**src/rtl/sync_fifo.sv**
```systemverilog
/*
 small synchronous FIFO with a valid/ready interface on both sides
 the payload type is a parameter, so one block serves every queue
 a pushed entry shows up on pop_data one cycle later
 */
`timescale 1ns/1ps

module sync_fifo #(
    parameter type payload_t = logic,
    parameter int  DEPTH     = 4
) (
    input  logic                       S_AXI_ACLK,
    input  logic                       S_AXI_ARESETN,
    input  logic                       push_valid,
    input  payload_t                   push_data,
    output logic                       push_ready,
    output logic                       pop_valid,
    output payload_t                   pop_data,
    input  logic                       pop_ready,
    output logic [$clog2(DEPTH+1)-1:0] count
);

    localparam int PTR_WIDTH = (DEPTH > 1) ? $clog2(DEPTH) : 1;

    payload_t             mem [DEPTH];
    logic [PTR_WIDTH-1:0] wr_ptr;
    logic [PTR_WIDTH-1:0] rd_ptr;
    logic                 push_fire;
    logic                 pop_fire;

    assign push_ready = (count < DEPTH);    // refuse when full
    assign pop_valid  = (count != '0);
    assign pop_data   = mem[rd_ptr];
    assign push_fire  = push_valid && push_ready;
    assign pop_fire   = pop_valid && pop_ready;

    always_ff @(posedge S_AXI_ACLK) begin
        if (!S_AXI_ARESETN) begin
            wr_ptr <= '0;
            rd_ptr <= '0;
            count  <= '0;
        end else begin
            if (push_fire) begin
                wr_ptr <= (wr_ptr == PTR_WIDTH'(DEPTH - 1)) ? '0 : wr_ptr + 1'b1;
            end
            if (pop_fire) begin
                rd_ptr <= (rd_ptr == PTR_WIDTH'(DEPTH - 1)) ? '0 : rd_ptr + 1'b1;
            end
            case ({push_fire, pop_fire})
                2'b10:   count <= count + 1'b1;
                2'b01:   count <= count - 1'b1;
                default: count <= count;    // idle or push and pop together
            endcase
        end
    end

    // storage
    always_ff @(posedge S_AXI_ACLK) begin
        if (push_fire) begin
            mem[wr_ptr] <= push_data;
        end
    end

endmodule

```
**config.mk**
```make
export PLATFORM = sky130hd
export DESIGN_NAME = sync_fifo
export DESIGN_NICKNAME = d
export VERILOG_FILES = /design/src/rtl/sync_fifo.sv
export SDC_FILE = /design/constraint.sdc
export NUM_CORES = 1
export LEC_CHECK = 0
export BUFFER_PORTS_ARGS = -buffer_cell sky130_fd_sc_hd__buf_4
export CORE_ASPECT_RATIO = 0.9
export CORE_MARGIN = 2
export CORE_UTILIZATION = 35
export DETAILED_ROUTE_END_ITERATION = 8
export PLACE_DENSITY = 0.59
export SLEW_MARGIN = 20
export SYNTH_ARGS = -nofsm -noshare
export SYNTH_HDL_FRONTEND = slang
export SYNTH_SLANG_ARGS = --single-unit
```
**constraint.sdc**
```tcl
create_clock -name S_AXI_ACLK -period 5.6 [get_ports S_AXI_ACLK]
set_input_delay 0.28 -clock S_AXI_ACLK [delete_from_list [all_inputs] [get_ports S_AXI_ACLK]]
set_output_delay 0.28 -clock S_AXI_ACLK [all_outputs]
set_load 0.005 [all_outputs]
```
Word-level counts from Yosys, hierarchy flattened
Memory sizes are Yosys's and may differ from the RTL's. A register that Yosys moved wholly into a read port is not among the register bits. Index checks and enable logic that the tools add are counted.

Register bits after elaboration: 7. Memory bits (writable): 4. Input bits: 5. Output and inout port bits: 6. Logic and storage cells: 24. Memories kept: 1.

Memories: mem (depth 4, width 1, read ports 1, clocked after memory_dff 1, wr ports 1, line 25) `payload_t mem [DEPTH];`.

Add/sub/neg operators: 4. Magnitude comparators: 1. Equal/unequal tests: 4. Multiplexer cells: 7. Reduce and logical (&&, ||, !) cells: 4.

Operator list (count): $mux 2 (4); $eq 2x2->1 const B (3); $pmux 3 s2 (1); $add 2x1->2 const B (2); $add 3x1->3 const B (1); $lt 3x3->1 const B (1); $reduce_bool 3->1 (1); $sub 3x1->3 const B (1); $eq 2x1->1 const B (1); $logic_and 1x1->1 (2); $mux 1 (2); $reduce_bool 2->1 (1).

Depth between registers and ports, before layout
Depth in word-level cells: 4. Mapped depth: 9. Gate-level depth less buffers: 8.

Worst setup path after synthesis
No wires, ideal clock.

Kind: reg2reg. Start: reg count[2]. End: reg count[2]. Setup time: 0.070 ns. Arrival time: 1.826 ns. Required time: 5.530 ns. Slack: 3.705 ns. Stages on the path, launching flop included: 10. Buffers on the path: 1. Clock period less this slack: 1.895 ns. Cells stage by stage: dfxtp_1 nor2b_1 buf_2 inv_1 ha_1 inv_1 fa_1 xor2_1 or3_1 a21boi_1.

Cells in the longest elaborated chain, start to end: 4. Elaborated cells between the ends (all ways): 10. Classes of those cells: 2 x add/sub; 1 x order compare; 2 x eq/ne; 1 x mux; 4 x reduce/logical.

Ends and longest elaborated chain: start: declaration (line 20) `output logic [$clog2(DEPTH+1)-1:0] count`; start signal: assignment (line 50) `2'b10: count <= count + 1'b1;`; start signal: assignment (line 51) `2'b01: count <= count - 1'b1;`; start signal: assignment (line 52) `default: count <= count;`; $lt 3x3->1 or $reduce_bool 3->1 (tied branches) (line 31, 32); $logic_and 1x1->1, on equally long branches (line 34, 35); $eq 2x1->1 or $eq 2x2->1 (tied branches) (line 49) `case ({push_fire, pop_fire})`; $pmux 3 s2 or $reduce_bool 2->1 (tied branches).

Several ways; a longest one is shown, not always the timed one. A chain may end at the register's enable or synchronous reset.

Worst setup path in the final report
Same ends and word-level chain as after synthesis.

==> results.sh <==
export IMPL_routed_via_count=401
export IMPL_fin_ws_ns=3.644
export IMPL_timing_rr_end="count[2]"
export IMPL_rows=14
export IMPL_grt_pass1_wl_um=1504
export IMPL_maxCapViolations=0
export IMPL_fmax_ghz=0.5111
export IMPL_ios=11
export IMPL_filler_cell_count=176
export IMPL_track_usage_pct=10.10
export IMPL_slew_headroom_pct=69.04
export IMPL_crit_type="flip-flop to flip-flop"
export IMPL_setup_violations=0
export IMPL_regArea_um2=300.3
export IMPL_cts_made_buffers=3
export IMPL_final_common_cell="buf_4"
export IMPL_syn_to_final_growth_pct=19.88
export IMPL_rsz0062_at_grt="no"
export IMPL_fin_hold_ws_ns=0.2057
export IMPL_multi_input_area_um2=300.3
export IMPL_hold_path_depth=1
export IMPL_diodes=0
export IMPL_die_x_um=48.92
export IMPL_dp_cells=91
export IMPL_drv_slew=0
export IMPL_drc=0
export IMPL_finalWirelength_um=860
export IMPL_synth_avg_cell_area_um2=10.96
export IMPL_ctsResizeCount=0
export IMPL_hp_class="input port to flip-flop"
export IMPL_min_period_ns=1.956
export IMPL_vdd_ir_drop_max_mv=0.1842
export IMPL_finalClockSkew_ns=0.001398
export IMPL_cts_sinks=13
export IMPL_placeableCoreArea_um2=1699
export IMPL_portBuffers=10
export IMPL_dp_hpwl_um=688.6
export IMPL_crit_path_end="count[2]"
export IMPL_antenna_found_initial=0
export IMPL_postCtsSetupRepairBufs=0
export IMPL_fin_cells=95
export IMPL_cts_tree="done"
export IMPL_cts_max_path_buffers=2
export IMPL_cts_root_buf="clkbuf_4"
export IMPL_synth_top_cell_by_area="dfxtp_1"
export IMPL_first_global_vias=349
export IMPL_ff2ff_path_depth=8
export IMPL_layout_common_cells="buf_4, dfxtp_1, inv_1, and2_1, ha_1"
export IMPL_netlist_area_um2=635.6
export IMPL_drt_pass1_iterations=4
export IMPL_dr_first_iter_drc_count=10
export IMPL_outcome="complete, no violations"
export IMPL_dieArea_um2=2174
export IMPL_design_final_nets=84
export IMPL_power_uw=334.9
export IMPL_fin_tns_setup_ns=0
export IMPL_clkLatencyLatePin_ns=0.27
export IMPL_worst_setup_path_start_kind="flip-flop"
export IMPL_arrival_ns=2.16
export IMPL_ys_top_cells_by_area="dfxtp_1, edfxtp_1, ha_1, and2_1, inv_1"
export IMPL_clk_pin_slew_worst_paths_ns=0.08
export IMPL_die_h_um=44.43
export IMPL_required_ns=5.81
export IMPL_start_util_pct=37.41
export IMPL_yosys_warnings=0
export IMPL_worstReg2RegStart="count[2]"
export IMPL_place_congestion=0.6486
export IMPL_htreeDepth=1
export IMPL_period_share_pct=34.94
export IMPL_overflow=0
export IMPL_critPathCaptureType="flip-flop"
export IMPL_cp_max_fo=7
export IMPL_ys_ff_latch=13
export IMPL_vias_per_cell=4.221
export IMPL_grt_start_max_net_pins=10
export IMPL_hold_viol=0
export IMPL_cts_hold_buffers=0
export IMPL_p_per_area_nw_per_um2=439.5
export IMPL_startpoint="count[2]"
export IMPL_netlist_area_leader_share_pct=28.35
export IMPL_syn_nets=70
export IMPL_drtAntennaViolNets=0
export IMPL_drive_gt1_share_pct=21.13
export IMPL_rrSetupSlack_ns=3.64
export IMPL_synth_distinct_cells=19
export IMPL_worstMarginPinSlew_ns=0.4635
export IMPL_synth_cells=58
export IMPL_synth_seq_area_share_pct=47.24
export IMPL_wl_per_cell_um=9.053
export IMPL_post_place_ws_ns=3.656
export IMPL_p_leak_uw=0.0003228
-- synth_stat cells (all sizes together) --
cell,number
dfxtp,9
inv,8
and2,6
ha,6
edfxtp,4
o21ai,4
nand2,3
nand3,3
nor2b,3
mux2i,2
nor2,2
a21boi,1
buf,1
fa,1
mux4,1
o31ai,1
or3,1
xnor2,1
xor2,1
-- how the worst min path moves through the flow --
stage / start / end
2_1_floorplan: push_data / mem[0]
3_3_place_gp: push_data / mem[2]
3_5_place_dp: push_data / mem[2]
4_1_cts: push_data / mem[2]
5_1_grt: push_data / mem[1]
6_report: push_data / mem[0]
-- power by group --
part	switching, uW	leakage, uW	internal, uW
clock network	28.9	0.0000150	27.6
registers	23.6	0.000110	121
logic	59.0	0.000197	74.6
-- cell families after synthesis --
kind of cell	count (synthesis)	share of synthesized area, %
fa+ha+maj	7	14.96
simple gates	18	15.16
mux	3	6.693
xor+xnor	2	2.756
buf+inv	9	5.511
flops	13	47.24
compound gates	6	7.678
-- critical path: stages, from the launching register on --
cell      delay [ns]
dfxtp_1         0.44
nor2b_1         0.17
inv_1           0.09
ha_1            0.18
inv_1           0.06
fa_1            0.37
xor2_1          0.16
or3_1           0.30
a21boi_1        0.13
-- metrics by stage --
stage / utilization [%] / area (um^2)
floorplan: - / 635.6
global placement: 43.30 / 735.7
detailed placement: 43.30 / 735.7
CTS: 44.85 / 762.0
global route: 44.85 / 762.0
finish: 44.85 / 762.0
-- layout make-up --
type	instances	share of cell area, %
inverters	8	3.941
clock buffers	4	3.448
multi-input cells	36	39.41
flip-flops and latches	13	39.41
repair buffers	10	9.852
well taps	24	3.941
-- routing by layer --
metal	vias to the layer above	GRT usage, %	share of wire [%]
met3	2	6.081	3.3
met5	-	0	0
met1	177	11.97	47
met2	5	13.70	47
met4	0	6.857	2.7
li1	217	-	-
(Power assumes the default switching activity.)
