$ cat src/rtl/axi_ram_pkg.sv
/*
 memory geometry for the AXI burst RAM
 byte address, word and strobe types, RAM index width and the queue depth
 shared by every block of the slave
 */
package axi_ram_pkg;

    localparam int ADDR_WIDTH      = 12;                        // byte address
    localparam int DATA_WIDTH      = 32;
    localparam int STRB_WIDTH      = DATA_WIDTH / 8;            // one bit per byte lane
    localparam int ADDR_LSB        = $clog2(STRB_WIDTH);        // byte offset inside a word
    localparam int WORD_ADDR_WIDTH = ADDR_WIDTH - ADDR_LSB;     // RAM index

    // depth of the aw, b and r queues
    localparam int FIFO_DEPTH      = 4;

    typedef logic [ADDR_WIDTH-1:0] addr_t;
    typedef logic [DATA_WIDTH-1:0] data_t;
    typedef logic [STRB_WIDTH-1:0] strb_t;

endpackage

$ cat src/rtl/axi_burst_pkg.sv
/*
 AXI4 protocol definitions for the burst RAM slave
 burst type encoding and the packed payload of each channel
 AW and AR share one request struct
 */
package axi_burst_pkg;

    localparam int ID_WIDTH  = 4;
    localparam int LEN_WIDTH = 8;       // AxLEN, beats minus one
    localparam int MAX_BURST = 16;      // longest burst the engines track

    localparam logic [1:0] RESP_OKAY = 2'b00;

    // reserved code is handled like INCR
    typedef enum logic [1:0] {
        BURST_FIXED = 2'b00,
        BURST_INCR  = 2'b01,
        BURST_WRAP  = 2'b10,
        BURST_RSVD  = 2'b11
    } burst_e;

    typedef struct packed {
        logic [ID_WIDTH-1:0]  id;
        axi_ram_pkg::addr_t   addr;
        logic [LEN_WIDTH-1:0] len;
        burst_e               burst;
    } axi_ax_t;

    typedef struct packed {
        axi_ram_pkg::data_t data;
        axi_ram_pkg::strb_t strb;
        logic               last;
    } axi_w_t;

    typedef struct packed {
        logic [ID_WIDTH-1:0] id;
        logic [1:0]          resp;
    } axi_b_t;

    typedef struct packed {
        logic [ID_WIDTH-1:0] id;
        axi_ram_pkg::data_t  data;
        logic [1:0]          resp;
        logic                last;
    } axi_r_t;

endpackage

$ cat src/rtl/burst_addr_gen.sv
/*
 next-beat byte address for FIXED, INCR and WRAP bursts
 purely combinational, every beat is one full word
 WRAP stays inside the aligned block of len+1 words
 */
`timescale 1ns/1ps

module burst_addr_gen (
    input  axi_ram_pkg::addr_t                  addr,
    input  logic [axi_burst_pkg::LEN_WIDTH-1:0] len,
    input  axi_burst_pkg::burst_e               burst,
    output axi_ram_pkg::addr_t                  next_addr
);

    import axi_ram_pkg::*;
    import axi_burst_pkg::*;

    logic [WORD_ADDR_WIDTH-1:0] word;
    logic [WORD_ADDR_WIDTH-1:0] word_inc;
    logic [WORD_ADDR_WIDTH-1:0] wrap_mask;
    logic [WORD_ADDR_WIDTH-1:0] wrap_word;

    assign word      = addr[ADDR_WIDTH-1:ADDR_LSB];
    assign word_inc  = word + 1'b1;

    // len+1 is a power of two for WRAP, so len masks the offset in the block
    assign wrap_mask = WORD_ADDR_WIDTH'(len);
    assign wrap_word = (word & ~wrap_mask) | (word_inc & wrap_mask);

    always_comb begin
        case (burst)
            BURST_FIXED: next_addr = addr;
            BURST_WRAP:  next_addr = {wrap_word, {ADDR_LSB{1'b0}}};
            default:     next_addr = {word_inc, {ADDR_LSB{1'b0}}};  // INCR and RSVD
        endcase
    end

endmodule

$ cat src/rtl/read_engine.sv
/*
 read side of the burst RAM
 runs one AR burst at a time and issues one RAM read per cycle while
 queued beats plus the read in flight stay below the r queue depth
 a one-cycle tag stage pairs each RAM word with its ID and last flag
 */
`timescale 1ns/1ps

module read_engine (
    input  logic                                            S_AXI_ACLK,
    input  logic                                            S_AXI_ARESETN,
    input  logic                                            ar_valid,
    input  axi_burst_pkg::axi_ax_t                          ar,
    output logic                                            ar_ready,
    output logic                                            ram_re,
    output logic [axi_ram_pkg::WORD_ADDR_WIDTH-1:0]         ram_raddr,
    input  axi_ram_pkg::data_t                              ram_rdata,
    input  logic [$clog2(axi_ram_pkg::FIFO_DEPTH+1)-1:0]    r_count,
    output logic                                            r_push_valid,
    input  logic                                            r_push_ready,
    output axi_burst_pkg::axi_r_t                           r_push
);

    import axi_ram_pkg::*;
    import axi_burst_pkg::*;

    localparam int CNT_WIDTH  = $clog2(FIFO_DEPTH + 1);
    localparam int BEAT_WIDTH = $clog2(MAX_BURST);

    logic                  active;
    axi_ax_t               cur;
    addr_t                 next_addr;
    logic [BEAT_WIDTH-1:0] beat_cnt;    // beats issued so far
    logic                  last_beat;
    logic [CNT_WIDTH:0]    used;        // queued plus in flight
    logic                  stall;
    logic                  ar_fire;
    logic                  tag_valid;
    logic                  tag_last;
    logic [ID_WIDTH-1:0]   tag_id;

    assign ar_ready  = !active;
    assign ar_fire   = ar_valid && ar_ready;
    assign last_beat = (beat_cnt == cur.len[BEAT_WIDTH-1:0]);

    assign used  = r_count + tag_valid;
    // hold the tag stage if the queue refuses, RAM output stays put with re low
    assign stall = r_push_valid && !r_push_ready;

    assign ram_re    = active && (used < FIFO_DEPTH) && !stall;
    assign ram_raddr = cur.addr[ADDR_WIDTH-1:ADDR_LSB];

    assign r_push_valid = tag_valid;
    assign r_push       = '{id: tag_id, data: ram_rdata, resp: RESP_OKAY, last: tag_last};

    burst_addr_gen i_addr_gen (
        .addr      (cur.addr),
        .len       (cur.len),
        .burst     (cur.burst),
        .next_addr (next_addr)
    );

    always_ff @(posedge S_AXI_ACLK) begin
        if (!S_AXI_ARESETN) begin
            active    <= 1'b0;
            beat_cnt  <= '0;
            tag_valid <= 1'b0;
        end else begin
            if (ar_fire) begin
                active   <= 1'b1;
                beat_cnt <= '0;
            end else if (ram_re) begin
                if (last_beat) begin
                    active <= 1'b0;     // arready back next cycle
                end
                beat_cnt <= beat_cnt + 1'b1;
            end
            if (!stall) begin
                tag_valid <= ram_re;
            end
        end
    end

    always_ff @(posedge S_AXI_ACLK) begin
        if (ar_fire) begin
            cur <= ar;
        end else if (ram_re) begin
            cur.addr <= next_addr;
        end
        if (ram_re) begin
            tag_id   <= cur.id;
            tag_last <= last_beat;
        end
    end

endmodule

$ cat config.mk
export PLATFORM = sky130hd
export DESIGN_NAME = read_engine
export DESIGN_NICKNAME = d
export VERILOG_FILES = /design/src/rtl/axi_ram_pkg.sv /design/src/rtl/axi_burst_pkg.sv /design/src/rtl/burst_addr_gen.sv /design/src/rtl/read_engine.sv
export SDC_FILE = /design/constraint.sdc
export NUM_CORES = 1
export LEC_CHECK = 0
export BUFFER_PORTS_ARGS = -buffer_cell sky130_fd_sc_hd__buf_2
export CAP_MARGIN = 15
export CORE_MARGIN = 8
export CORE_UTILIZATION = 45
export DETAILED_ROUTE_END_ITERATION = 8
export GPL_ROUTABILITY_DRIVEN = 0
export MAX_ROUTING_LAYER = met4
export PLACE_DENSITY_LB_ADDON = 0.2
export REMOVE_ABC_BUFFERS = 1
export SLEW_MARGIN = 20
export SYNTH_ARGS = -nofsm -noshare
export SYNTH_HDL_FRONTEND = slang
export SYNTH_HIERARCHICAL = 1
export SYNTH_SLANG_ARGS = --single-unit
$ cat constraint.sdc
create_clock -name S_AXI_ACLK -period 5 [get_ports S_AXI_ACLK]
set_clock_uncertainty 0.1 [all_clocks]
set_input_delay 0.5 -clock S_AXI_ACLK [delete_from_list [all_inputs] [get_ports S_AXI_ACLK]]
set_output_delay 0.5 -clock S_AXI_ACLK [all_outputs]
set_load 0.01 [all_outputs]
Word level (Yosys, flattened, before mapping) --
Index checks and enable logic that the tools add are counted.
Operators by class: $add $sub $neg 3, magnitude comparators 1, equal/unequal tests 3, multiplexer cells 6, bitwise logic cells 5, reductions and logical operators 13
Operator list (number):
- 2-to-1 mux 12 bit | 2
- one-hot mux 12 bit (2 select lines) | 1
- adder 10 x 1 -> 10 bit, second input constant | 1
- bitwise AND 10 bit | 1
- bitwise AND 10 x 8 -> 10 bit | 1
- NOT 8 -> 10 bit | 1
- bitwise OR 10 bit | 1
- adder 3 x 1 -> 4 bit | 1
- adder 4 x 1 -> 4 bit, second input constant | 1
- == test 4 bit | 1
- logical AND 1 bit | 4
- < comparator 4 x 3 -> 1 bit, second input constant | 1
- AND reduction 2 bit | 2
- nonzero test 2 bit | 2
- logical NOT 1 bit | 3
- 2-to-1 mux 1 bit | 3
- == test 2 bit, second input constant | 1
- logical NOT 2 bit | 1
- inequality test 2 bit, second input constant | 1
- OR reduction 2 bit | 1
- NOT 1 bit | 1
Word-level totals: register bits after elaboration 37, input port bits 65, output and inout bits 52, word-level logic and storage cells 40

Logic depth before layout (Yosys ltp) --
depth after elaboration 6, mapped depth 6, depth with buffers taken out 6

Cells and area by module --
Netlist, hierarchy kept.
By module, submodules not included:
- read_engine | instances 1, cells an instance 161, area an instance 1799.2 µm², seq. area each 1051.0 µm²
- burst_addr_gen | instances 1, cells an instance 37, area an instance 265.3 µm², seq. area each 0.0 µm²

Least setup slack after synthesis --
OpenSTA, ideal clock, no wires.
path kind input to register, start point input port r_count[0] (netlist name), end point register, netlist name cur[10], library setup time 0.359 ns, arrival time 1.963 ns, required time 4.541 ns, path slack 2.578 ns, stages 4, path buffers 1, cells stage by stage and3_1 > buf_6 > nor3_1 > nand2b_1
Between the ends: longest elaborated chain between the ends 6
Ends and longest elaborated chain:
- start: declaration | line read_engine.sv:18 | input logic [$clog2(axi_ram_pkg::FIFO_DEPTH+1)-1:0] r_count,
- adder 3 x 1 -> 4 bit | line read_engine.sv:46 | assign used = r_count + tag_valid;
- < comparator 4 x 3 -> 1 bit | line read_engine.sv:50 | assign ram_re = active && (used < FIFO_DEPTH) && !stall;
- logical AND 1 bit (2 in a row) | line read_engine.sv:50
- net ram_re | line read_engine.sv:15 | output logic ram_re,
- nonzero test 2 bit (no line)
- AND reduction 2 bit (no line)
The timed path passes the listed nets, and every way through them passes these cells. A chain may end at the register's enable or synchronous reset.

Worst setup path in the final report --
start point register active, end point output port ram_re
Between the ends: longest elaborated chain between the ends 2
Ends and longest elaborated chain:
- start: declaration | line read_engine.sv:30 | logic active;
- start signal: assignment | line read_engine.sv:65 | active <= 1'b0;
- start signal: assignment | line read_engine.sv:70 | active <= 1'b1;
- start signal: assignment | line read_engine.sv:74 | active <= 1'b0;
- logical AND 1 bit (2 in a row) | line read_engine.sv:50
- end: declaration | line read_engine.sv:15
Every way passes these cells.

==> impl_metrics.tcl <==
set metrics [dict create \
    clock_latency_ns 0.28 \
    root_buffer "clkbuf_8" \
    holdWs_ns 0.293 \
    cts_tree "done" \
    drt-total-wl_mm 4.83 \
    tightest_slew_ns 0.920 \
    start_util_pct 45.8 \
    critPathArrivalTime_ns 1.91 \
    ant_nets 0 \
    numPortBuffers 48 \
    setup_viol 0 \
    postCtsSetupBuffers 0 \
    ff_latch_area_um2 991 \
    grt_first_pass_wirelength_mm 7.28 \
    path_cells "nand2b_1 > nor3_1 > buf_2" \
    syn_area_um2 1970 \
    p_sw_share_pct 25.7 \
    combPwrFrac_pct 13.1 \
    syn_inst 188 \
    internal-power_w 0.000473 \
    clockPowerShare_pct 30.5 \
    core_area_um2 4290 \
    p_seq_share_pct 56.4 \
    max_slew_margin_pct 38.2 \
    initialDrtViolationCount 83 \
    ctsLongestPathBuffers 2 \
    cp_top_family "simple AND/OR/NAND/NOR gates" \
    wire_per_inst_um 19.8 \
    path_depth 3 \
    p_leak_nw 0.843 \
    power_switching_w 0.000163 \
    cp_slowest_stage_delay_ns 0.80 \
    slowest_stage "nor3_1" \
    die_h_um 82.1 \
    ff2ff_path_depth 3 \
    hold_buffers 0 \
    drive_above_1_share_pct 31.8 \
    dr.pass1.iters 4 \
    rsz0062_at_grt "no" \
    p_total_w 0.000636 \
    synth.avg_cell_area_um2 10.5 \
    outcome "finished clean" \
    finalNetCount 258 \
    io_pins 117 \
    hpwl_mm 3.67 \
    critPathLaunchType "flop" \
    areaGrowthSynthToFinish_pct -0.127 \
    multiInputGateArea_um2 569 \
    vias 1249 \
    post-route-util_pct 45.7 \
    overflow 0 \
    nFillCells 438 \
    power.density_nw_per_um2 324 \
    vias_per_cell 5.12 \
    report.final.slew_viol_count 0 \
    min_period_ns 2.51 \
    dieArea_um2 6740 \
    finalInstanceArea_um2 1960 \
    drc 0 \
    hold_class "in2reg" \
    track_usage_pct 15.6 \
    die_x_um 82.1 \
    cts_buffers 5 \
    critical_path_buf_inv_count 1 \
    worstSetupEndpointType "output pin" \
    h-tree-depth 2 \
    post-route-period-util_pct 50.1 \
    fmax_ghz 0.399 \
    hold_viol 0 \
    ys_warn_count 6 \
    grt_max_degree 25 \
    cts.sinks 35 \
    clkTransAtPathRegs_ns 0.07 \
    row_count 24 \
    maxCapViolations 0 \
    worstSetupPathType "reg2out" \
    antenna_found_initial 0 \
    n_antenna_cell 0 \
    grt_pass1_vias 1325 \
    ctsResizeCount 0 \
    worstHoldPathCells 1 \
    cp_max_fo 8 \
    peakVddDrop_uv 168 \
    crit_required_ns 4.40 \
    place_area_um2 1880 \
    tns_ns 0 \
]
-- stage by stage --
step	setup WS, ns	std cells
after floorplan	2.68	136
after global placement	2.40	236
after detailed placement	2.29	236
after CTS	2.44	244
after global routing	2.24	244
final	2.49	244
-- power groups by stage --
| stage | logic, W | clock network [W] | registers (W) |
|---|---|---|---|
| after floorplan | 0.0000435 | 0 | 0.000367 |
| after global placement | 0.0000819 | 0 | 0.000364 |
| after detailed placement | 0.0000839 | 0 | 0.000365 |
| after CTS | 0.0000844 | 0.000204 | 0.000359 |
| after global routing | 0.0000952 | 0.000216 | 0.000362 |
| final | 0.0000830 | 0.000194 | 0.000359 |
-- area by class of cell --
class / count / share of cell area, %
sequential: 35 / 50.4
clock inverter: 3 / 0.764
clock buffer: 5 / 3.50
tap: 52 / 3.31
inverter: 4 / 0.764
multi-input combinational: 97 / 29.0
timing repair buffer: 48 / 12.2
-- sequential cells by signal, indices dropped and copies added (netlist names) --
name	flops
ram_raddr	10
tag_id	4
tag_last	1
active	1
cur	14
r_push_valid	1
beat_cnt	4
-- worst paths after layout --
kind                              start      endpoint  slack (ns)
worst max-delay path             active        ram_re        2.49
worst min-delay path              ar[0]        cur[0]        0.29
worst max register to register   active  ram_raddr[2]        2.61
worst min register to register  cur[25]     tag_id[3]        0.32
-- metal layers --
metal	track usage [%]	share of wire, %	wire length (um)
met1	18.9	44	2140
met2	18.1	38	1840
met3	12.7	17	819
met4	5.79	0.83	40
met5	-	0	0
-- layout by cell type, fill, tap and decap left out, types with 3 or more instances in the layout --
master,instances
nand2b_1,3
nor3_1,4
buf_2,48
edfxtp_1,29
clkinv_2,3
nand2_1,35
inv_1,3
clkbuf_8,5
dfxtp_1,6
nand3_1,5
nor4_1,3
a21oi_1,9
xor2_1,11
(Power assumes the default switching activity.)
