===== src/rtl/axi_ram_pkg.sv =====
/*
 memory geometry for the AXI burst RAM
 byte address, word and strobe types, RAM index width and the queue depth
 shared by every block of the slave
 */
package axi_ram_pkg;

    localparam int ADDR_WIDTH      = 12;                        // byte address
    localparam int DATA_WIDTH      = 32;
    localparam int STRB_WIDTH      = DATA_WIDTH / 8;            // one bit per byte lane
    localparam int ADDR_LSB        = $clog2(STRB_WIDTH);        // byte offset inside a word
    localparam int WORD_ADDR_WIDTH = ADDR_WIDTH - ADDR_LSB;     // RAM index

    // depth of the aw, b and r queues
    localparam int FIFO_DEPTH      = 4;

    typedef logic [ADDR_WIDTH-1:0] addr_t;
    typedef logic [DATA_WIDTH-1:0] data_t;
    typedef logic [STRB_WIDTH-1:0] strb_t;

endpackage


===== src/rtl/axi_burst_pkg.sv =====
/*
 AXI4 protocol definitions for the burst RAM slave
 burst type encoding and the packed payload of each channel
 AW and AR share one request struct
 */
package axi_burst_pkg;

    localparam int ID_WIDTH  = 4;
    localparam int LEN_WIDTH = 8;       // AxLEN, beats minus one
    localparam int MAX_BURST = 16;      // longest burst the engines track

    localparam logic [1:0] RESP_OKAY = 2'b00;

    // reserved code is handled like INCR
    typedef enum logic [1:0] {
        BURST_FIXED = 2'b00,
        BURST_INCR  = 2'b01,
        BURST_WRAP  = 2'b10,
        BURST_RSVD  = 2'b11
    } burst_e;

    typedef struct packed {
        logic [ID_WIDTH-1:0]  id;
        axi_ram_pkg::addr_t   addr;
        logic [LEN_WIDTH-1:0] len;
        burst_e               burst;
    } axi_ax_t;

    typedef struct packed {
        axi_ram_pkg::data_t data;
        axi_ram_pkg::strb_t strb;
        logic               last;
    } axi_w_t;

    typedef struct packed {
        logic [ID_WIDTH-1:0] id;
        logic [1:0]          resp;
    } axi_b_t;

    typedef struct packed {
        logic [ID_WIDTH-1:0] id;
        axi_ram_pkg::data_t  data;
        logic [1:0]          resp;
        logic                last;
    } axi_r_t;

endpackage


===== src/rtl/burst_addr_gen.sv =====
/*
 next-beat byte address for FIXED, INCR and WRAP bursts
 purely combinational, every beat is one full word
 WRAP stays inside the aligned block of len+1 words
 */
`timescale 1ns/1ps

module burst_addr_gen (
    input  axi_ram_pkg::addr_t                  addr,
    input  logic [axi_burst_pkg::LEN_WIDTH-1:0] len,
    input  axi_burst_pkg::burst_e               burst,
    output axi_ram_pkg::addr_t                  next_addr
);

    import axi_ram_pkg::*;
    import axi_burst_pkg::*;

    logic [WORD_ADDR_WIDTH-1:0] word;
    logic [WORD_ADDR_WIDTH-1:0] word_inc;
    logic [WORD_ADDR_WIDTH-1:0] wrap_mask;
    logic [WORD_ADDR_WIDTH-1:0] wrap_word;

    assign word      = addr[ADDR_WIDTH-1:ADDR_LSB];
    assign word_inc  = word + 1'b1;

    // len+1 is a power of two for WRAP, so len masks the offset in the block
    assign wrap_mask = WORD_ADDR_WIDTH'(len);
    assign wrap_word = (word & ~wrap_mask) | (word_inc & wrap_mask);

    always_comb begin
        case (burst)
            BURST_FIXED: next_addr = addr;
            BURST_WRAP:  next_addr = {wrap_word, {ADDR_LSB{1'b0}}};
            default:     next_addr = {word_inc, {ADDR_LSB{1'b0}}};  // INCR and RSVD
        endcase
    end

endmodule


===== src/rtl/write_engine.sv =====
/*
 write side of the burst RAM
 takes one queued AW request at a time, writes each accepted W beat
 into the RAM at the current burst address and pushes a B response
 on the last beat; the next request is taken on that same edge
 */
`timescale 1ns/1ps

module write_engine (
    input  logic                                    S_AXI_ACLK,
    input  logic                                    S_AXI_ARESETN,
    input  logic                                    req_valid,
    input  axi_burst_pkg::axi_ax_t                  req,
    output logic                                    req_ready,
    input  logic                                    w_valid,
    input  axi_burst_pkg::axi_w_t                   w,
    output logic                                    w_ready,
    output logic                                    b_push_valid,
    input  logic                                    b_push_ready,
    output axi_burst_pkg::axi_b_t                   b_push,
    output logic                                    ram_we,
    output logic [axi_ram_pkg::WORD_ADDR_WIDTH-1:0] ram_waddr,
    output axi_ram_pkg::data_t                      ram_wdata,
    output axi_ram_pkg::strb_t                      ram_wstrb
);

    import axi_ram_pkg::*;
    import axi_burst_pkg::*;

    logic    active;
    axi_ax_t cur;           // active burst, addr steps every beat
    addr_t   next_addr;
    logic    w_fire;
    logic    last_fire;
    logic    req_fire;

    // stall W while the b queue has no room for a response
    assign w_ready   = active && b_push_ready;
    assign w_fire    = w_valid && w_ready;
    assign last_fire = w_fire && w.last;
    assign req_ready = !active || last_fire;
    assign req_fire  = req_valid && req_ready;

    assign ram_we    = w_fire;
    assign ram_waddr = cur.addr[ADDR_WIDTH-1:ADDR_LSB];
    assign ram_wdata = w.data;
    assign ram_wstrb = w.strb;

    assign b_push_valid = last_fire;
    assign b_push       = '{id: cur.id, resp: RESP_OKAY};

    burst_addr_gen i_addr_gen (
        .addr      (cur.addr),
        .len       (cur.len),
        .burst     (cur.burst),
        .next_addr (next_addr)
    );

    always_ff @(posedge S_AXI_ACLK) begin
        if (!S_AXI_ARESETN) begin
            active <= 1'b0;
        end else if (req_fire) begin
            active <= 1'b1;     // also covers back-to-back hand-over
        end else if (last_fire) begin
            active <= 1'b0;
        end
    end

    always_ff @(posedge S_AXI_ACLK) begin
        if (req_fire) begin
            cur <= req;
        end else if (w_fire) begin
            cur.addr <= next_addr;
        end
    end

endmodule


===== config.mk =====
export PLATFORM = sky130hd
export DESIGN_NAME = write_engine
export DESIGN_NICKNAME = d
export VERILOG_FILES = /design/src/rtl/axi_ram_pkg.sv /design/src/rtl/axi_burst_pkg.sv /design/src/rtl/burst_addr_gen.sv /design/src/rtl/write_engine.sv
export SDC_FILE = /design/constraint.sdc
export NUM_CORES = 1
export LEC_CHECK = 0
export ABC_CLOCK_PERIOD_IN_PS = 3600
export BUFFER_PORTS_ARGS = -buffer_cell sky130_fd_sc_hd__buf_2
export CORE_UTILIZATION = 44
export DETAILED_ROUTE_END_ITERATION = 7
export PLACE_DENSITY_LB_ADDON = 0.1
export SLEW_MARGIN = 20
export SYNTH_ARGS = -nofsm -noshare
export SYNTH_HDL_FRONTEND = slang
export SYNTH_HIERARCHICAL = 1
export SYNTH_SLANG_ARGS = --single-unit

===== constraint.sdc =====
create_clock -name S_AXI_ACLK -period 3.6 [get_ports S_AXI_ACLK]
set_input_delay 0 -clock S_AXI_ACLK [delete_from_list [all_inputs] [get_ports S_AXI_ACLK]]
set_output_delay 0 -clock S_AXI_ACLK [all_outputs]
set_load 0.05 [all_outputs]

=== Word-level counts from Yosys, hierarchy flattened ===
Index checks and enable logic that the tools add are counted.

* Flip-flop bits (word level): 27
* Input bits: 68
* Logic and storage cells: 27

* Add/sub/neg operators: 1
* Equality and inequality tests: 2
* Muxes and demuxes: 5
* Bitwise gates (word level): 4
* Reductions and logical operators: 10

{| class="wikitable"
|+ Operator list
! kind !! number
|-
| 12-bit two-way mux || 2
|-
| 12-bit case mux with 2 select lines || 1
|-
| 10-bit by 1-bit adder with 10-bit output, second input constant || 1
|-
| 10-bit bitwise AND || 1
|-
| 10-bit by 8-bit bitwise AND with 10-bit output || 1
|-
| 8-bit inverter with 10-bit output || 1
|-
| 10-bit bitwise OR || 1
|-
| 1-bit logical AND || 4
|-
| 2-bit nonzero test || 2
|-
| 2-bit == test, second input constant || 1
|-
| 2-bit logical NOT || 1
|-
| 1-bit two-way mux || 2
|-
| 2-bit != test, second input constant || 1
|-
| 2-bit AND reduction || 1
|-
| 1-bit logical NOT || 1
|-
| 1-bit logical OR || 1
|}

=== Logic depth before layout (Yosys ltp) ===
* Depth in word-level cells: 7
* Depth in mapped cells: 5
* Mapped depth without buffers: 5

=== Cells and area by module ===
The synthesis kept the hierarchy.

{| class="wikitable"
|+ By module, submodules not included
! module !! times used !! cells an instance !! area an instance (um^2) !! sequential area each (um^2)
|-
| write_engine || 1 || 102 || 1,451.4 || 800.8
|-
| burst_addr_gen || 1 || 37 || 265.3 || 0.0
|}

=== Worst setup path after synthesis ===
OpenSTA, ideal clock, no wires.

* Path type: register to register
* Start: register cur[0] in the netlist's numbering
* End: register ram_waddr[1] (netlist name)
* Arrival: 1,276 ps
* Setup slack: 2,064 ps
* Stages on the path, launching flop included: 5
* Path buffers: 1
* Clock period less this slack: 1,536 ps
* Cells stage by stage: edfxtp_1 -> buf_4 -> a21oi_1 -> mux2_2 -> mux2_4

* Cells in the longest elaborated chain, start to end: 4
* Elaborated cells between the ends (all ways): 5

{| class="wikitable"
|+ RTL lines
! item !! line !! RTL
|-
| from (decl) || write_engine.sv:31 || <nowiki>axi_ax_t cur;</nowiki>
|-
| from (signal assigned) || write_engine.sv:71 || <nowiki>cur <= req;</nowiki>
|-
| 2-bit == test / 2-bit logical NOT (equally long branches) || burst_addr_gen.sv:31 || <nowiki>case (burst)</nowiki>
|-
| 12-bit case mux with 2 select lines * || burst_addr_gen.sv:31 ||
|-
| net next_addr[3] || write_engine.sv:32 || <nowiki>addr_t next_addr;</nowiki>
|-
| 12-bit two-way mux * || write_engine.sv:72 || <nowiki>end else if (w_fire) begin</nowiki>
|-
| 12-bit two-way mux * || write_engine.sv:70 || <nowiki>if (req_fire) begin</nowiki>
|}

Mark *: on every way through the listed nets, which the timed path passes. The rest lies on a longest branch. The select of a mux whose other input is x is not followed.
A chain may end at the register's enable or synchronous reset.

=== Final worst setup path ===
* Start: register active
* End: register ram_waddr[9] (netlist name)

* Cells in the longest elaborated chain, start to end: 7
* Elaborated cells between the ends (all ways): 9

{| class="wikitable"
|+ RTL lines
! item !! line !! RTL
|-
| from (decl) || write_engine.sv:30 || <nowiki>logic active;</nowiki>
|-
| from (signal assigned) || write_engine.sv:61 || <nowiki>active <= 1'b0;</nowiki>
|-
| from (signal assigned) || write_engine.sv:63 || <nowiki>active <= 1'b1;</nowiki>
|-
| from (signal assigned) || write_engine.sv:65 || <nowiki>active <= 1'b0;</nowiki>
|-
| 1-bit logical AND || write_engine.sv:38 || <nowiki>assign w_ready = active && b_push_ready;</nowiki>
|-
| 1-bit logical AND || write_engine.sv:39 || <nowiki>assign w_fire = w_valid && w_ready;</nowiki>
|-
| 1-bit logical AND || write_engine.sv:40 || <nowiki>assign last_fire = w_fire && w.last;</nowiki>
|-
| 1-bit logical OR || write_engine.sv:41 || <nowiki>assign req_ready = !active || last_fire;</nowiki>
|-
| 1-bit logical AND || write_engine.sv:42 || <nowiki>assign req_fire = req_valid && req_ready;</nowiki>
|-
| 2-bit != test (no source line) / 2-bit nonzero test (equally long branches) || - ||
|-
| 2-bit AND reduction (no source line) * || - ||
|}

Mark *: on every way between the ends. The rest lies on a longest branch, timed or not.

==> impl_metrics.env <==
export IMPL_timing_rr_end="ram_waddr[9]$_DFFE_PP_"
export IMPL_place_area_mm2=0.00149
export IMPL_fillers=324
export IMPL_insertedDiodeCount=0
export IMPL_crit_chain="a21boi_4 -> or2_2"
export IMPL_post_route_drc_count=0
export IMPL_final_area_mm2=0.00170
export IMPL_fin_nets=216
export IMPL_finalSetupViolCount=0
export IMPL_r2r_slack_ns=1.76
export IMPL_via_per_inst=4.85
export IMPL_max_cap_violations=0
export IMPL_ir_drop_mv=0.219
export IMPL_critPathMaxStageDelay_ns=0.74
export IMPL_crit_family="compound AO/OA/AOI/OAI gates"
export IMPL_overflow=0
export IMPL_mappedNetlistArea_mm2=0.00162
export IMPL_power_density_mw_per_mm2=431
export IMPL_yosysWarningCount=6
export IMPL_period_needed_ns=1.84
export IMPL_min_path_cells=0
export IMPL_cp_start_kind="flop"
export IMPL_gp_congestion=0.783
export IMPL_first_pass_iters=3
export IMPL_syn_inst=133
export IMPL_final_setup_worst_slack_ns=1.76
export IMPL_p_leak_uw=0.000718
export IMPL_antenna_found_initial=0
export IMPL_rsz0062_at_grt="false"
export IMPL_ff2ff_path_depth=2
export IMPL_grt_pass1_vias=934
export IMPL_crit_type="flop to flop"
export IMPL_drive_above_1_share_pct=47.9
export IMPL_ctsLongestPathBuffers=2
export IMPL_regArea_um2=741
export IMPL_required_ns=3.56
export IMPL_core_area_mm2=0.00344
export IMPL_num_vias=932
export IMPL_clock_sinks=25
export IMPL_hp_start="w[3]"
export IMPL_dieArea_mm2=0.00393
export IMPL_run_status="complete, no violations"
export IMPL_dp_hpwl_um=2680
export IMPL_start_util_pct=47.0
export IMPL_period_share_pct=51.0
export IMPL_tns_ns=0
export IMPL_path_buf_inv=0
export IMPL_final_antenna_net_count=0
export IMPL_cts_tree="done"
export IMPL_grt_pass1_wl_um=5030
export IMPL_grt_max_degree=26
export IMPL_post_place_ws_ns=1.71
export IMPL_h_tree_depth=1
export IMPL_slew_limit_headroom_pct=39.6
export IMPL_synth_area_per_cell_um2=12.2
export IMPL_rows=21
export IMPL_grt_total_usage_pct=17.3
export IMPL_numPortBuffers=47
export IMPL_hold_viol_final=0
export IMPL_clock_fmax_mhz=545
export IMPL_crit_path_end_kind="flop"
export IMPL_first_iter_violations=17
export IMPL_fin_skew_ns=0.00579
export IMPL_clk_latency_ns=0.27
export IMPL_area_delta_synth_final_pct=4.79
export IMPL_path_clk_slew_ns=0.09
export IMPL_critPathMaxFanout=25
export IMPL_cts_made_buffers=3
export IMPL_fin_util_pct=49.3
export IMPL_multi_input_area_um2=453
export IMPL_r2r_start="active$_SDFFE_PN0P_"
export IMPL_worst_pin_slew_ns=0.903
export IMPL_slowest_stage="a21boi_4"
export IMPL_routedWlPerCell_um=17.8
export IMPL_hold_path_end="ram_wstrb[2]"
export IMPL_post_cts_buffers=0
export IMPL_io_pins=124
export IMPL_routed_wl_um=3410
export IMPL_slew_violations=0
export IMPL_hold_path_class="primary input to output port"
export IMPL_clockRootBuffer="clkbuf_8"
export IMPL_crit_arrival_ns=1.79
export IMPL_die_x_um=62.7
export IMPL_die_h_um=62.7
==> cell type report <==
cell class                      instances  share of cell area (%)
Clock buffer                            3                    2.43
Clock inverter                          1                   0.516
Multi-Input combinational cell         54                    26.7
Sequential cell                        25                    43.7
Tap cell                               46                    3.39
Timing Repair Buffer                   63                    23.3
==> cells in the final DEF, fill, tap and decap left out, types with 2 or more instances in the layout <==
| master | instances |
|---|---|
| a21oi_1 | 7 |
| buf_2 | 47 |
| mux2_2 | 3 |
| nand2_1 | 5 |
| edfxtp_1 | 24 |
| xnor2_1 | 2 |
| conb_1 | 2 |
| mux2_4 | 8 |
| nand3_1 | 2 |
| xor2_1 | 7 |
| clkbuf_8 | 3 |
| dlygate4sd3_1 | 16 |
| nor3_1 | 3 |
==> sequential cells by signal, indices dropped and copies added, names as in the netlist <==
| name | count |
|---|---|
| active | 1 |
| ram_waddr | 10 |
| b_push | 4 |
| cur | 10 |
==> power by group <==
part           total [uW]  internal, uW  switching (uW)
combinational         182          74.2             108
clock                 179          81.1            97.6
sequential            370           350            20.3
==> per-layer routing <==
metal  GRT usage (%)  vias up  wire length [um]  part of all wire (%)
met5            1.39        -                 0                     0
met4            6.40        0                53                   1.6
met3            8.39        6               426                    12
met2            32.9       71              1870                    55
met1            15.4      426              1070                    31
li1                -      429                 -                     -
==> metrics by stage <==
| step | power [uW] | cells | hold WS, ns |
|---|---|---|---|
| after detailed placement | 548 | 172 | 0.000692 |
| after CTS | 737 | 192 | 0.000692 |
| final | 731 | 192 | 0.000276 |
| after global routing | 766 | 192 | 0.000190 |
| after global placement | 544 | 172 | 0.000692 |
| after floorplan | 636 | 134 | 0.0989 |
==> worst max-delay path by stage <==
stage	slack [ns]	startpoint	depth (start not counted)	to
detailed placement	1.71	active$_SDFFE_PN0P_	2	ram_waddr[4]$_DFFE_PP_
finish	1.76	active$_SDFFE_PN0P_	2	ram_waddr[9]$_DFFE_PP_
global placement	1.75	active$_SDFFE_PN0P_	2	ram_waddr[3]$_DFFE_PP_
floorplan	2.07	cur[0]$_DFFE_PP_	4	ram_waddr[1]$_DFFE_PP_
global route	1.60	active$_SDFFE_PN0P_	2	ram_waddr[9]$_DFFE_PP_
CTS	1.70	active$_SDFFE_PN0P_	2	ram_waddr[8]$_DFFE_PP_
==> what timing repair did <==
item	CTS	global route
hold buffers	16	0
endpoints found under the hold margin	15	0
endpoints found under the setup margin	0	0
gates resized for setup	0	0
Power figures use the tool's default switching activity.
